--- config.mk ---
export PLATFORM = sky130hd
export DESIGN_NAME = fetch_unit_top
export DESIGN_NICKNAME = d
export VERILOG_FILES = /design/src/hw/axi_pkg.sv /design/src/hw/fetch_pkg.sv /design/src/hw/axi_fetch_bridge.sv /design/src/hw/fetch_csr.sv /design/src/hw/fetch_sequencer.sv /design/src/hw/fetch_unit_top.sv
export SDC_FILE = /design/constraint.sdc
export NUM_CORES = 1
export LEC_CHECK = 0
export ABC_AREA = 1
export BUFFER_PORTS_ARGS = -buffer_cell sky130_fd_sc_hd__buf_4
export CAP_MARGIN = 20
export CORE_ASPECT_RATIO = 1.4
export CORE_MARGIN = 2
export CORE_UTILIZATION = 40
export CTS_CLUSTER_SIZE = 16
export DETAILED_ROUTE_END_ITERATION = 8
export GPL_TIMING_DRIVEN = 0
export HOLD_SLACK_MARGIN = 0.1
export SLEW_MARGIN = 20
export SYNTH_ARGS = -nofsm -noshare
export SYNTH_HDL_FRONTEND = slang
export SYNTH_SLANG_ARGS = --single-unit
--- constraint.sdc ---
create_clock -name clock -period 9 [get_ports clock]
set_clock_uncertainty 0.05 [all_clocks]
set_input_delay 0.9 -clock clock [delete_from_list [all_inputs] [get_ports clock]]
set_output_delay 0.9 -clock clock [all_outputs]
set_load 0.02 [all_outputs]
--- src/hw/axi_pkg.sv ---
package axi_pkg;

    // bus geometry of the fetch port
    localparam int AXI_ADDR_W = 64;
    localparam int AXI_DATA_W = 64;                 // one beat = one 64-bit word

    typedef logic [AXI_ADDR_W-1:0] axi_addr_t;
    typedef logic [AXI_DATA_W-1:0] axi_data_t;
    typedef logic [3:0]            axi_id_t;
    typedef logic [0:0]            axi_user_t;
    typedef logic [7:0]            axi_len_t;       // beats minus one
    typedef logic [2:0]            axi_size_t;      // log2 of bytes per beat
    typedef logic [1:0]            axi_burst_t;
    typedef logic [3:0]            axi_cache_t;
    typedef logic [2:0]            axi_prot_t;
    typedef logic [1:0]            axi_resp_t;

    // read address channel payload
    typedef struct packed {
        axi_addr_t  addr;
        axi_prot_t  prot;
        axi_id_t    id;
        axi_user_t  user;
        axi_len_t   len;
        axi_size_t  size;
        axi_burst_t burst;
        logic       lock;
        axi_cache_t cache;
        logic [3:0] qos;
        logic [3:0] region;
    } axi_ar_t;

    // read data channel payload
    typedef struct packed {
        axi_data_t data;
        axi_resp_t resp;                            // carried, not checked
        logic      last;
        axi_id_t   id;
        axi_user_t user;
    } axi_r_t;

    // encodings driven by the fetch master
    localparam axi_prot_t  AXI_PROT_DATA_UNPRIV_SECURE = 3'b000;   // data, unpriv, secure
    localparam axi_burst_t AXI_BURST_INCR              = 2'b01;
    localparam axi_cache_t AXI_CACHE_NONCACHE_NONBUF   = 4'b0010;  // normal memory
    localparam axi_size_t  AXI_SIZE_BEAT               = 3'd3;     // 8 bytes

endpackage

--- src/hw/fetch_pkg.sv ---
package fetch_pkg;

    // core word widths
    typedef logic [63:0] xlen_t;                    // data word, one AXI beat
    typedef logic [63:0] addr_t;                    // fetch address
    typedef logic [31:0] instr_t;                   // one instruction

    // register block offsets
    typedef logic [1:0] csr_addr_t;

    localparam csr_addr_t CSR_BOOT     = 2'd0;      // boot address
    localparam csr_addr_t CSR_CTRL     = 2'd1;      // bit 0 = fetch enable
    localparam csr_addr_t CSR_REDIRECT = 2'd2;      // write = jump
    localparam csr_addr_t CSR_COUNT    = 2'd3;      // delivered instructions

    // reset value of the boot register
    localparam addr_t BOOT_RESET = 64'h0000_0000_8000_0000;

    // pc step and beat size in bytes
    localparam addr_t INSTR_BYTES = 64'd4;
    localparam addr_t BEAT_BYTES  = 64'd8;

    // bridge read machine
    // gray-ish order, only one bit flips per normal step
    typedef enum logic [1:0] {
        BR_IDLE    = 2'b00,                         // no request
        BR_AR_WAIT = 2'b01,                         // address out, waiting for ready
        BR_R_WAIT  = 2'b11,                         // waiting for the beat
        BR_HOLD    = 2'b10                          // beat held, served while addr matches
    } bridge_state_e;

endpackage

--- src/hw/axi_fetch_bridge.sv ---
`timescale 1ns/10ps

module axi_fetch_bridge
    import fetch_pkg::*;
    import axi_pkg::*;
(
    input  logic    clock,
    input  logic    reset,

    // sequencer side, plain levels
    input  logic    rw_valid_i,
    input  addr_t   rw_addr_i,
    output logic    rw_ready_o,
    output xlen_t   beat_data_o,

    // AXI read master
    output logic    axi_ar_valid_o,
    output axi_ar_t axi_ar_o,
    input  logic    axi_ar_ready_i,
    input  logic    axi_r_valid_i,
    input  axi_r_t  axi_r_i,
    output logic    axi_r_ready_o
);

    bridge_state_e state_q, state_d;

    addr_t addr_q;                      // address of the beat in flight or held
    xlen_t data_q;                      // last returned beat

    logic ar_fire;
    logic r_fire;
    logic addr_hit;
    logic load_addr;                    // capture rw_addr_i on entry to BR_AR_WAIT

    assign ar_fire  = axi_ar_valid_o && axi_ar_ready_i;
    assign r_fire   = axi_r_valid_i && axi_r_ready_o;
    assign addr_hit = (rw_addr_i == addr_q);

    always_ff @(posedge clock or negedge reset) begin
        if (!reset) begin
            state_q <= BR_IDLE;
        end else begin
            state_q <= state_d;
        end
    end

    // next state
    always_comb begin
        state_d   = state_q;
        load_addr = 1'b0;
        unique case (state_q)
            BR_IDLE: begin
                if (rw_valid_i) begin
                    state_d   = BR_AR_WAIT;
                    load_addr = 1'b1;
                end
            end
            BR_AR_WAIT: begin
                // valid must stay up until accepted, whatever the sequencer does
                if (ar_fire) begin
                    state_d = BR_R_WAIT;
                end
            end
            BR_R_WAIT: begin
                if (r_fire) begin
                    state_d = BR_HOLD;
                end
            end
            BR_HOLD: begin
                if (!rw_valid_i) begin
                    state_d = BR_IDLE;
                end else if (!addr_hit) begin
                    state_d   = BR_AR_WAIT;    // new beat needed
                    load_addr = 1'b1;
                end
            end
            default: state_d = BR_IDLE;
        endcase
    end

    // address register, AR payload comes from here so it cannot move mid handshake
    always_ff @(posedge clock) begin
        if (load_addr) begin
            addr_q <= rw_addr_i;
        end
    end

    // beat capture, resp is not looked at
    always_ff @(posedge clock) begin
        if (r_fire) begin
            data_q <= axi_r_i.data;
        end
    end

    // channel controls straight from the state
    assign axi_ar_valid_o = (state_q == BR_AR_WAIT);
    assign axi_r_ready_o  = (state_q == BR_R_WAIT);    // only after the AR transfer

    // held beat is good only for the address it was fetched for
    assign rw_ready_o  = (state_q == BR_HOLD) && rw_valid_i && addr_hit;
    assign beat_data_o = data_q;

    // fixed single-beat read
    always_comb begin
        axi_ar_o        = '0;
        axi_ar_o.addr   = addr_q;
        axi_ar_o.prot   = AXI_PROT_DATA_UNPRIV_SECURE;
        axi_ar_o.id     = '0;
        axi_ar_o.user   = '0;
        axi_ar_o.len    = '0;                  // one beat
        axi_ar_o.size   = AXI_SIZE_BEAT;
        axi_ar_o.burst  = AXI_BURST_INCR;
        axi_ar_o.lock   = 1'b0;
        axi_ar_o.cache  = AXI_CACHE_NONCACHE_NONBUF;
        axi_ar_o.qos    = '0;
        axi_ar_o.region = '0;
    end

endmodule

--- src/hw/fetch_csr.sv ---
`timescale 1ns/10ps

module fetch_csr
    import fetch_pkg::*;
(
    input  logic      clock,
    input  logic      reset,
    input  logic      csr_we_i,
    input  csr_addr_t csr_addr_i,
    input  xlen_t     csr_wdata_i,
    output xlen_t     csr_rdata_o,
    input  logic      deliver_i,            // one pulse per instruction handed out
    output logic      fetch_en_o,
    output addr_t     boot_addr_o,
    output logic      redirect_o,
    output addr_t     redirect_addr_o
);

    addr_t boot_q;
    logic  en_q;
    logic  redirect_q;
    addr_t target_q;
    xlen_t count_q;

    logic wr_boot, wr_ctrl, wr_redirect, wr_count;

    // write decode
    assign wr_boot     = csr_we_i && (csr_addr_i == CSR_BOOT);
    assign wr_ctrl     = csr_we_i && (csr_addr_i == CSR_CTRL);
    assign wr_redirect = csr_we_i && (csr_addr_i == CSR_REDIRECT);
    assign wr_count    = csr_we_i && (csr_addr_i == CSR_COUNT);

    always_ff @(posedge clock or negedge reset) begin
        if (!reset) begin
            boot_q     <= BOOT_RESET;
            en_q       <= 1'b0;                  // no bus traffic until software enables
            redirect_q <= 1'b0;
            count_q    <= '0;
        end else begin
            redirect_q <= wr_redirect;           // single cycle strobe
            if (wr_boot) begin
                boot_q <= csr_wdata_i;
            end
            if (wr_ctrl) begin
                en_q <= csr_wdata_i[0];
            end
            // a write clears, otherwise count deliveries
            if (wr_count) begin
                count_q <= '0;
            end else if (deliver_i) begin
                count_q <= count_q + xlen_t'(1);
            end
        end
    end

    // jump target, only meaningful with the strobe
    always_ff @(posedge clock) begin
        if (wr_redirect) begin
            target_q <= csr_wdata_i;
        end
    end

    // read mux, straight from the offset
    always_comb begin
        csr_rdata_o = '0;
        unique case (csr_addr_i)
            CSR_BOOT:     csr_rdata_o = boot_q;
            CSR_CTRL:     csr_rdata_o = {63'd0, en_q};
            CSR_REDIRECT: csr_rdata_o = target_q;
            CSR_COUNT:    csr_rdata_o = count_q;
            default:      csr_rdata_o = '0;
        endcase
    end

    assign fetch_en_o      = en_q;
    assign boot_addr_o     = boot_q;
    assign redirect_o      = redirect_q;
    assign redirect_addr_o = target_q;

endmodule

--- src/hw/fetch_sequencer.sv ---
`timescale 1ns/10ps

module fetch_sequencer
    import fetch_pkg::*;
(
    input  logic   clock,
    input  logic   reset,
    input  logic   fetch_en_i,
    input  addr_t  boot_addr_i,
    input  logic   redirect_i,
    input  addr_t  redirect_addr_i,
    input  logic   stall_i,             // decode back-pressure
    output logic   rw_valid_o,
    output addr_t  rw_addr_o,
    input  logic   rw_ready_i,
    input  xlen_t  beat_data_i,
    output logic   instr_valid_o,
    output instr_t instr_o,
    output addr_t  pc_o,
    output logic   deliver_o
);

    addr_t pc_q;
    logic  fetch_en_q;                  // enable seen last cycle
    logic  boot_load;

    // rising edge of enable restarts at the boot address
    assign boot_load = fetch_en_i && !fetch_en_q;

    always_ff @(posedge clock or negedge reset) begin
        if (!reset) begin
            fetch_en_q <= 1'b0;
            pc_q       <= BOOT_RESET;
        end else begin
            fetch_en_q <= fetch_en_i;
            if (boot_load) begin
                pc_q <= boot_addr_i;
            end else if (redirect_i) begin
                pc_q <= redirect_addr_i;          // wins over a pending step
            end else if (instr_valid_o) begin
                pc_q <= pc_q + INSTR_BYTES;
            end
        end
    end

    // request only once the pc holds the boot address
    // stays up under stall, the held beat waits in the bridge
    assign rw_valid_o = fetch_en_i && fetch_en_q;
    assign rw_addr_o  = pc_q & ~(BEAT_BYTES - addr_t'(1));   // beat aligned

    // a redirect kills the old instruction in the same cycle
    assign instr_valid_o = rw_ready_i && fetch_en_i && !stall_i && !redirect_i;

    // bit 2 picks the word within the beat
    assign instr_o = pc_q[2] ? beat_data_i[63:32] : beat_data_i[31:0];

    assign pc_o      = pc_q;
    assign deliver_o = instr_valid_o;   // counted by the register block

endmodule

--- src/hw/fetch_unit_top.sv ---
`timescale 1ns/10ps

module fetch_unit_top
    import fetch_pkg::*;
    import axi_pkg::*;
(
    input  logic      clock,
    input  logic      reset,

    // register port
    input  logic      csr_we_i,
    input  csr_addr_t csr_addr_i,
    input  xlen_t     csr_wdata_i,
    output xlen_t     csr_rdata_o,

    // decode side
    input  logic      stall_i,
    output logic      instr_valid_o,
    output instr_t    instr_o,
    output addr_t     pc_o,

    // AXI read master
    output logic      axi_ar_valid_o,
    output axi_ar_t   axi_ar_o,
    input  logic      axi_ar_ready_i,
    input  logic      axi_r_valid_i,
    input  axi_r_t    axi_r_i,
    output logic      axi_r_ready_o
);

    // register block to sequencer
    logic  fetch_en;
    addr_t boot_addr;
    logic  redirect;
    addr_t redirect_addr;
    logic  deliver;             // back to the counter

    // sequencer to bridge
    logic  rw_valid;
    addr_t rw_addr;
    logic  rw_ready;
    xlen_t beat_data;

    fetch_csr fetch_csr_inst (
        .clock           (clock),
        .reset           (reset),
        .csr_we_i        (csr_we_i),
        .csr_addr_i      (csr_addr_i),
        .csr_wdata_i     (csr_wdata_i),
        .csr_rdata_o     (csr_rdata_o),
        .deliver_i       (deliver),
        .fetch_en_o      (fetch_en),
        .boot_addr_o     (boot_addr),
        .redirect_o      (redirect),
        .redirect_addr_o (redirect_addr)
    );

    fetch_sequencer fetch_sequencer_inst (
        .clock           (clock),
        .reset           (reset),
        .fetch_en_i      (fetch_en),
        .boot_addr_i     (boot_addr),
        .redirect_i      (redirect),
        .redirect_addr_i (redirect_addr),
        .stall_i         (stall_i),
        .rw_valid_o      (rw_valid),
        .rw_addr_o       (rw_addr),
        .rw_ready_i      (rw_ready),
        .beat_data_i     (beat_data),
        .instr_valid_o   (instr_valid_o),
        .instr_o         (instr_o),
        .pc_o            (pc_o),
        .deliver_o       (deliver)
    );

    axi_fetch_bridge axi_fetch_bridge_inst (
        .clock          (clock),
        .reset          (reset),
        .rw_valid_i     (rw_valid),
        .rw_addr_i      (rw_addr),
        .rw_ready_o     (rw_ready),
        .beat_data_o    (beat_data),
        .axi_ar_valid_o (axi_ar_valid_o),
        .axi_ar_o       (axi_ar_o),
        .axi_ar_ready_i (axi_ar_ready_i),
        .axi_r_valid_i  (axi_r_valid_i),
        .axi_r_i        (axi_r_i),
        .axi_r_ready_o  (axi_r_ready_o)
    );

endmodule
==> flow_metrics.tcl, run 1 <==
set metrics [dict create \
    fin_crit_ps 4460 \
    drt-pass1-iter-count 6 \
    regArea_um2 10610 \
    insertion_delay_ps 590 \
    antenna_cells 0 \
    grt.total_usage_pct 33.80 \
    ff2ff_path_depth 14 \
    worstSetupEndpoint "csr_rdata_o[43]" \
    cts_setup_buffers 0 \
    drive_gt1_share_pct 16.93 \
    crit_path_cell_trace "buf_4 -> inv_1 -> nor2_1 -> inv_1 -> clkbuf_1 -> clkbuf_1 -> o211ai_1 -> buf_4" \
    reg2reg_from "fetch_sequencer_inst.pc_o[49]$_DFFE_PN0P_" \
    rrSetupSlack_ps 5670 \
    port_buffers 359 \
    avgSynthCellArea_um2 7.692 \
    cts_tree "yes" \
    wl_um 98530 \
    ant_nets 0 \
    placed_cells 3993 \
    peakVddDrop_mv 0.2436 \
    drv_slew 0 \
    synth_seq_cells 386 \
    timing.setup.tns_ps 0 \
    syn_area_um2 22080 \
    cts.clk_slew.worst_paths_ps 60 \
    setup.worst_path.start_class "primary input" \
    outcome "completed" \
    rsz0062_at_grt "false" \
    fmaxAchievable_mhz 224.2 \
    path_delay_family "buffers and inverters" \
    nNetsFinal 3462 \
    die_width_um 202.6 \
    clock-sinks 386 \
    instances_no_fill 4071 \
    initial_core_util_pct 40.55 \
    cts_root_buffer "clkbuf_16" \
    cp.buffers_inverters 6 \
    critPathKind "in2out" \
    drc 0 \
    hold_viol_final 0 \
    cp.depth 8 \
    powerDensity_nw_per_um2 246.9 \
    avgViaCountPerCell 5.250 \
    synth_warnings 0 \
    die_h_um 282.0 \
    io_pins 405 \
    gp_congestion 0.9702 \
    cp_data_arrival_time_ps 3510 \
    cts_buffers 42 \
    crit_start "csr_addr_i[1]" \
    slew-limit-headroom_pct 24.88 \
    hold_buffers 0 \
    ys_types 39 \
    synthTopCellsByArea "edfxtp_1 26%, dfrtp_1 22%, nand2_1 18%" \
    yosysTopAreaCell "edfxtp_1" \
    multi_input_area_um2 9724 \
    critical-path-slowest-cell "nor2_1" \
    core_area_um2 54470 \
    wl_per_cell_um 24.20 \
    worstPathRequired_ps 8050 \
    cts_resized 0 \
    grt-ovfl-total 0 \
    yosys.area.top_type_share_pct 25.70 \
    hp-class "in2async" \
    critical_path.endpoint_type "output port" \
    grt_start_max_net_pins 86 \
    synth_flop_cell "dfrtp_1" \
    critPathMaxStageDelay_ps 630 \
    synth_edf_count 189 \
    ys_seq_area_share_pct 48.03 \
    r2r-end "fetch_sequencer_inst.pc_o[46]$_DFFE_PN0P_" \
    syn_to_final_growth_pct 23.64 \
    grt_pass1_vias 21350 \
    fill_cells 5391 \
    num_rows 101 \
    netlist_instances 2871 \
    timing.final.crit_share_pct 49.56 \
    dr.first_iter.drc_count 1891 \
    dieArea_um2 57130 \
    power.leakage_nw 12.66 \
    cp_max_fo 10 \
    utilization_pct 50.13 \
    num_vias 21370 \
    cap_violations 0 \
    dp_hpwl_um 80720 \
    synthArstFlopShare_pct 51.04 \
    antenna_found_initial 1 \
    worst_pin_slew_ps 1118 \
    finalSetupViolCount 0 \
    h-tree-depth 2 \
    grt_pass1_wl_um 139300 \
    clk_path_buf_depth 3 \
]
layer usage:
metal / vias up / track usage, % / wire length, um / part of all wire [%]
li1: 10060 / - / - / -
met1: 10120 / 36.65 / 35260 / 36
met2: 935 / 60.40 / 49560 / 50
met3: 260 / 3.548 / 4781 / 4.9
met4: 2 / 26.48 / 8914 / 9.0
met5: - / 0 / 12 / 0.012
metrics by stage:
stage	cell area (um^2)	worst slack, ps	hold WS [ps]	total power, mW
final	27300	4540	145.4	6.740
after global routing	27300	4525	164.9	7.070
after CTS	27300	4582	143.9	6.749
after detailed placement	26000	4589	420.0	5.067
after global placement	25810	1026	411.8	5.020
after floorplan	22220	3964	344.9	3.908
worst min path at each step:
stage / startpoint / endpoint / slack, ps
2_1_floorplan: fetch_csr_inst.fetch_en_o$_DFFE_PN0P_ / fetch_sequencer_inst.fetch_en_q$_DFF_PN0_ / 340
5_1_grt: reset / fetch_sequencer_inst.pc_o[50]$_DFFE_PN0P_ / 160
3_3_place_gp: fetch_sequencer_inst.pc_o[51]$_DFFE_PN0P_ / axi_fetch_bridge_inst.addr_q[51]$_DFFE_PP_ / 410
6_report: reset / fetch_sequencer_inst.pc_o[50]$_DFFE_PN0P_ / 150
4_1_cts: reset / fetch_sequencer_inst.pc_o[50]$_DFFE_PN0P_ / 140
3_5_place_dp: fetch_sequencer_inst.pc_o[45]$_DFFE_PN0P_ / axi_fetch_bridge_inst.addr_q[45]$_DFFE_PP_ / 420
area by class of cell:
class / instances / share of cell area (%)
sequential: 386 / 38.85
clock inverter: 22 / 0.6232
multi-input combinational: 2074 / 35.61
inverter: 287 / 3.955
timing repair buffer: 366 / 10.49
clock buffer: 56 / 4.152
tap: 721 / 3.304
buffer: 159 / 3.011
registers in the layout (all words and copies together), names as in the netlist, 2 cells and up:
signal	flops
axi_fetch_bridge_inst.addr_q	61
fetch_csr_inst.redirect_addr_o	64
axi_fetch_bridge_inst.beat_data_o	64
fetch_csr_inst.boot_addr_o	64
fetch_csr_inst.count_q	64
fetch_sequencer_inst.pc_o	64
axi_fetch_bridge_inst.state_q	2
cells in the final DEF (no fill, tap or decap), types with 4 or more instances in the layout:
cell type,synthesis,routed
buf_4,38,396
clkinvlp_4,0,6
buf_1,12,12
a21oi_1,34,34
o221ai_1,15,15
buf_12,0,4
clkinv_2,0,7
xnor2_1,22,22
o211ai_1,42,42
clkbuf_1,74,84
buf_6,6,6
o21ai_0,65,65
edfxtp_1,189,189
nor3_1,36,36
nor2_1,312,310
xor2_1,100,100
dfrtp_1,195,195
inv_1,283,282
buf_2,27,27
conb_1,2,37
nand4_1,86,86
mux2_2,48,48
nand2_1,1071,1071
o22ai_1,4,4
clkinv_1,1,4
nand3_1,183,183
clkbuf_16,0,42
power breakdown:
part / internal (mW) / switching [mW]
registers: 2.18 / 0.427
clock network: 0.924 / 0.768
logic: 0.872 / 1.57
cells by family after synthesis:
| family | synth area share (%) |
|---|---|
| simple gates | 31.35 |
| buf+inv | 8.595 |
| flops | 48.03 |
| compound gates | 4.589 |
| xor+xnor | 4.839 |
| mux | 2.448 |
| fa+ha+maj | 0.1133 |
| other cells | 0.03401 |
synthesized netlist by cell type (3+ instances only):
cell type and n:
and2_1 3, edfxtp_1 189, xnor2_1 22, inv_1 283, nor3_1 36, buf_6 6
xor2_1 100, buf_2 27, mux2_2 48, nand3b_1 3, nand3_1 183, buf_1 12
nor2_1 312, nand4_1 86, o211ai_1 42, clkbuf_1 74, o221ai_1 15, inv_2 3
o21ai_0 65, o22ai_1 4, dfrtp_1 195, buf_4 38, nand2_1 1071, a21oi_1 34
No activity file was read; power rests on OpenSTA's default activity.
==> inputs of run 2 (changes only) <==
==> constraint.sdc (replaced) <==
create_clock -name clock -period 3.72 [get_ports clock]
set_clock_uncertainty 0.05 [all_clocks]
set_input_delay 0.372 -clock clock [delete_from_list [all_inputs] [get_ports clock]]
set_output_delay 0.372 -clock clock [all_outputs]
set_load 0.02 [all_outputs]
==> run 2 against run 1 <==
Against the previous run:
- via count up 2.8%
- clock-buffer cell count up 7
- routed wire length rose by 0.46%
- worst hold slack got worse by 0.76 ps
- sequential share of layout area decreased by 2.0 points
- design area rose by 5.4%
- power increased by 150%
- largest power group unchanged
==> flow_metrics.tcl, run 2 (same netlist as run 1, synthesis figures left out) <==
set metrics [dict create \
    outcome "completed" \
    final_common_cell "nand2_1" \
    io_pins 405 \
    worst_pin_slew_ps 1172 \
    drv_slew 0 \
    rsz0062_at_grt "false" \
    setup.worst_path.start_class "register" \
    cp_max_fo 10 \
    crit_path_cell_trace "inv_1 -> nand2_1 -> nand2_1 -> inv_1 -> nand2_1 -> nor2_1 -> nand2_1 -> nor2_1 -> nand2_1 -> nor2_2 -> nand4_1 -> buf_2 -> inv_1 -> buf_4" \
    drc 0 \
    num_vias 21960 \
    finalSetupViolCount 0 \
    grt_pass1_vias 21860 \
    cts.clk_slew.worst_paths_ps 60 \
    grt_start_max_net_pins 87 \
    powerDensity_nw_per_um2 580.2 \
    instances_no_fill 4207 \
    path_delay_family "simple AND/OR/NAND/NOR gates" \
    gp_congestion 1.003 \
    cts_setup_buffers 0 \
    final_cell_mix "1071 x nand2_1, 396 x buf_4, 309 x nor2_1, 282 x inv_1, 195 x dfrtp_1" \
    grt_pass1_wl_um 141200 \
    antenna_cells 0 \
    hold_viol_final 0 \
    fill_cells 5246 \
    cp_data_arrival_time_ps 3160 \
    grt-ovfl-total 0 \
    critical_path.endpoint_type "output port" \
    cts_tree "yes" \
    grt.total_usage_pct 34.07 \
    slew-limit-headroom_pct 21.86 \
    wl_per_cell_um 23.53 \
    hp-class "in2reg" \
    utilization_pct 52.84 \
    nNetsFinal 3597 \
    fin_crit_ps 3584 \
    cp_common_cell "nand2_1" \
    die_h_um 282.0 \
    critPathMaxStageDelay_ps 530 \
    peakVddDrop_mv 0.4315 \
    port_buffers 359 \
    cts_root_buffer "clkbuf_16" \
    clock-sinks 386 \
    cp.buffers_inverters 5 \
    fin_hold_ws_ps 144.6 \
    insertion_delay_ps 590 \
    clk_path_buf_depth 3 \
    ant_nets 0 \
    initial_core_util_pct 40.55 \
    dieArea_um2 57130 \
    wl_um 98980 \
    critPathKind "reg2out" \
    syn_to_final_growth_pct 30.31 \
    cts_buffers 43 \
    power.leakage_nw 13.30 \
    dr.first_iter.drc_count 1731 \
    timing.final.crit_share_pct 96.34 \
    drt-pass1-iter-count 6 \
    drive_gt1_share_pct 16.38 \
    dp_hpwl_um 79530 \
    die_width_um 202.6 \
    fmaxAchievable_mhz 279.0 \
    avgViaCountPerCell 5.220 \
    num_rows 101 \
    power.total_mw 16.70 \
    h-tree-depth 2 \
    cap_violations 0 \
    critical-path-slowest-cell "dfrtp_1" \
    placed_cells 3993 \
    worstPathRequired_ps 3300 \
    core_area_um2 54470 \
    antenna_found_initial 0 \
]
[run 2: repair_timing]
action,in CTS,in global routing
hold buffers,134,0
setup endpoints to repair,0,1
endpoints found under the hold margin,247,0
resized for setup,0,3
[run 2: final cells by class]
| type | instances | area [um^2] | share of cell area, % |
|---|---|---|---|
| Buffer | 159 | 822.0 | 2.857 |
| Clock buffer | 63 | 1242 | 4.317 |
| Clock inverter | 17 | 182.7 | 0.6348 |
| Inverter | 287 | 1080 | 3.752 |
| Multi-Input combinational cell | 2074 | 9727 | 33.80 |
| Sequential cell | 386 | 10610 | 36.86 |
| Tap cell | 721 | 902.1 | 3.135 |
| Timing Repair Buffer | 500 | 4214 | 14.64 |
[run 2: metrics by stage]
stage               TNS, ps  setup slack (ps)  instance area [um^2]
floorplan                 0             40.44                 22220
global placement    -198250             -1911                 25810
detailed placement        0             63.31                 26010
CTS                       0             67.23                 28770
global route              0             6.378                 28780
finish                    0             136.2                 28780
[run 2: worst register-to-register path, stage by stage (launching register included)]
cell and delay [ps]:
dfrtp_1 530, inv_1 170, nand2_1 100, nand2_1 60
nor2_1 100, nand2_1 60, nor2_1 210, nand2_1 220
nor2_1 170, nand3_2 220, nor2_4 470, nor2_2 260
buf_2 260, nand2_1 80, nand2_1 100
[run 2: power by group]
group	internal (mW)	switching, mW	total (mW)
Clock	2.54	1.87	4.41
Sequential	5.28	1.00	6.28
Combinational	2.20	3.80	6.01
Total	10.0	6.67	16.7
[run 2: worst paths after layout]
| kind | start | endpoint | slack [ps] | cells past startpoint |
|---|---|---|---|---|
| max reg2reg | fetch_sequencer_inst.pc_o[49]$_DFFE_PN0P_ | fetch_sequencer_inst.pc_o[46]$_DFFE_PN0P_ | 540 | 14 |
| min in group asynchronous | reset | fetch_sequencer_inst.pc_o[54]$_DFFE_PN0P_ | 230 | 2 |
| min | csr_addr_i[1] | fetch_csr_inst.fetch_en_o$_DFFE_PN0P_ | 140 | 5 |
| max | fetch_sequencer_inst.pc_o[35]$_DFFE_PN0P_ | instr_valid_o | 140 | 14 |
| min reg2reg | fetch_sequencer_inst.pc_o[36]$_DFFE_PN0P_ | axi_fetch_bridge_inst.addr_q[36]$_DFFE_PP_ | 420 | 0 |
| max in group asynchronous | reset | fetch_csr_inst.boot_addr_o[14]$_DFFE_PN0P_ | 2230 | 4 |
[run 2: layer usage]
| layer | global-route usage [%] | routed length, um | up-vias |
|---|---|---|---|
| met1 | 37.47 | 35840 | 10370 |
| met3 | 3.606 | 4942 | 266 |
| li1 | - | - | 10320 |
| met2 | 61.78 | 50400 | 1003 |
| met5 | 0 | 0 | - |
| met4 | 23.41 | 7794 | 0 |
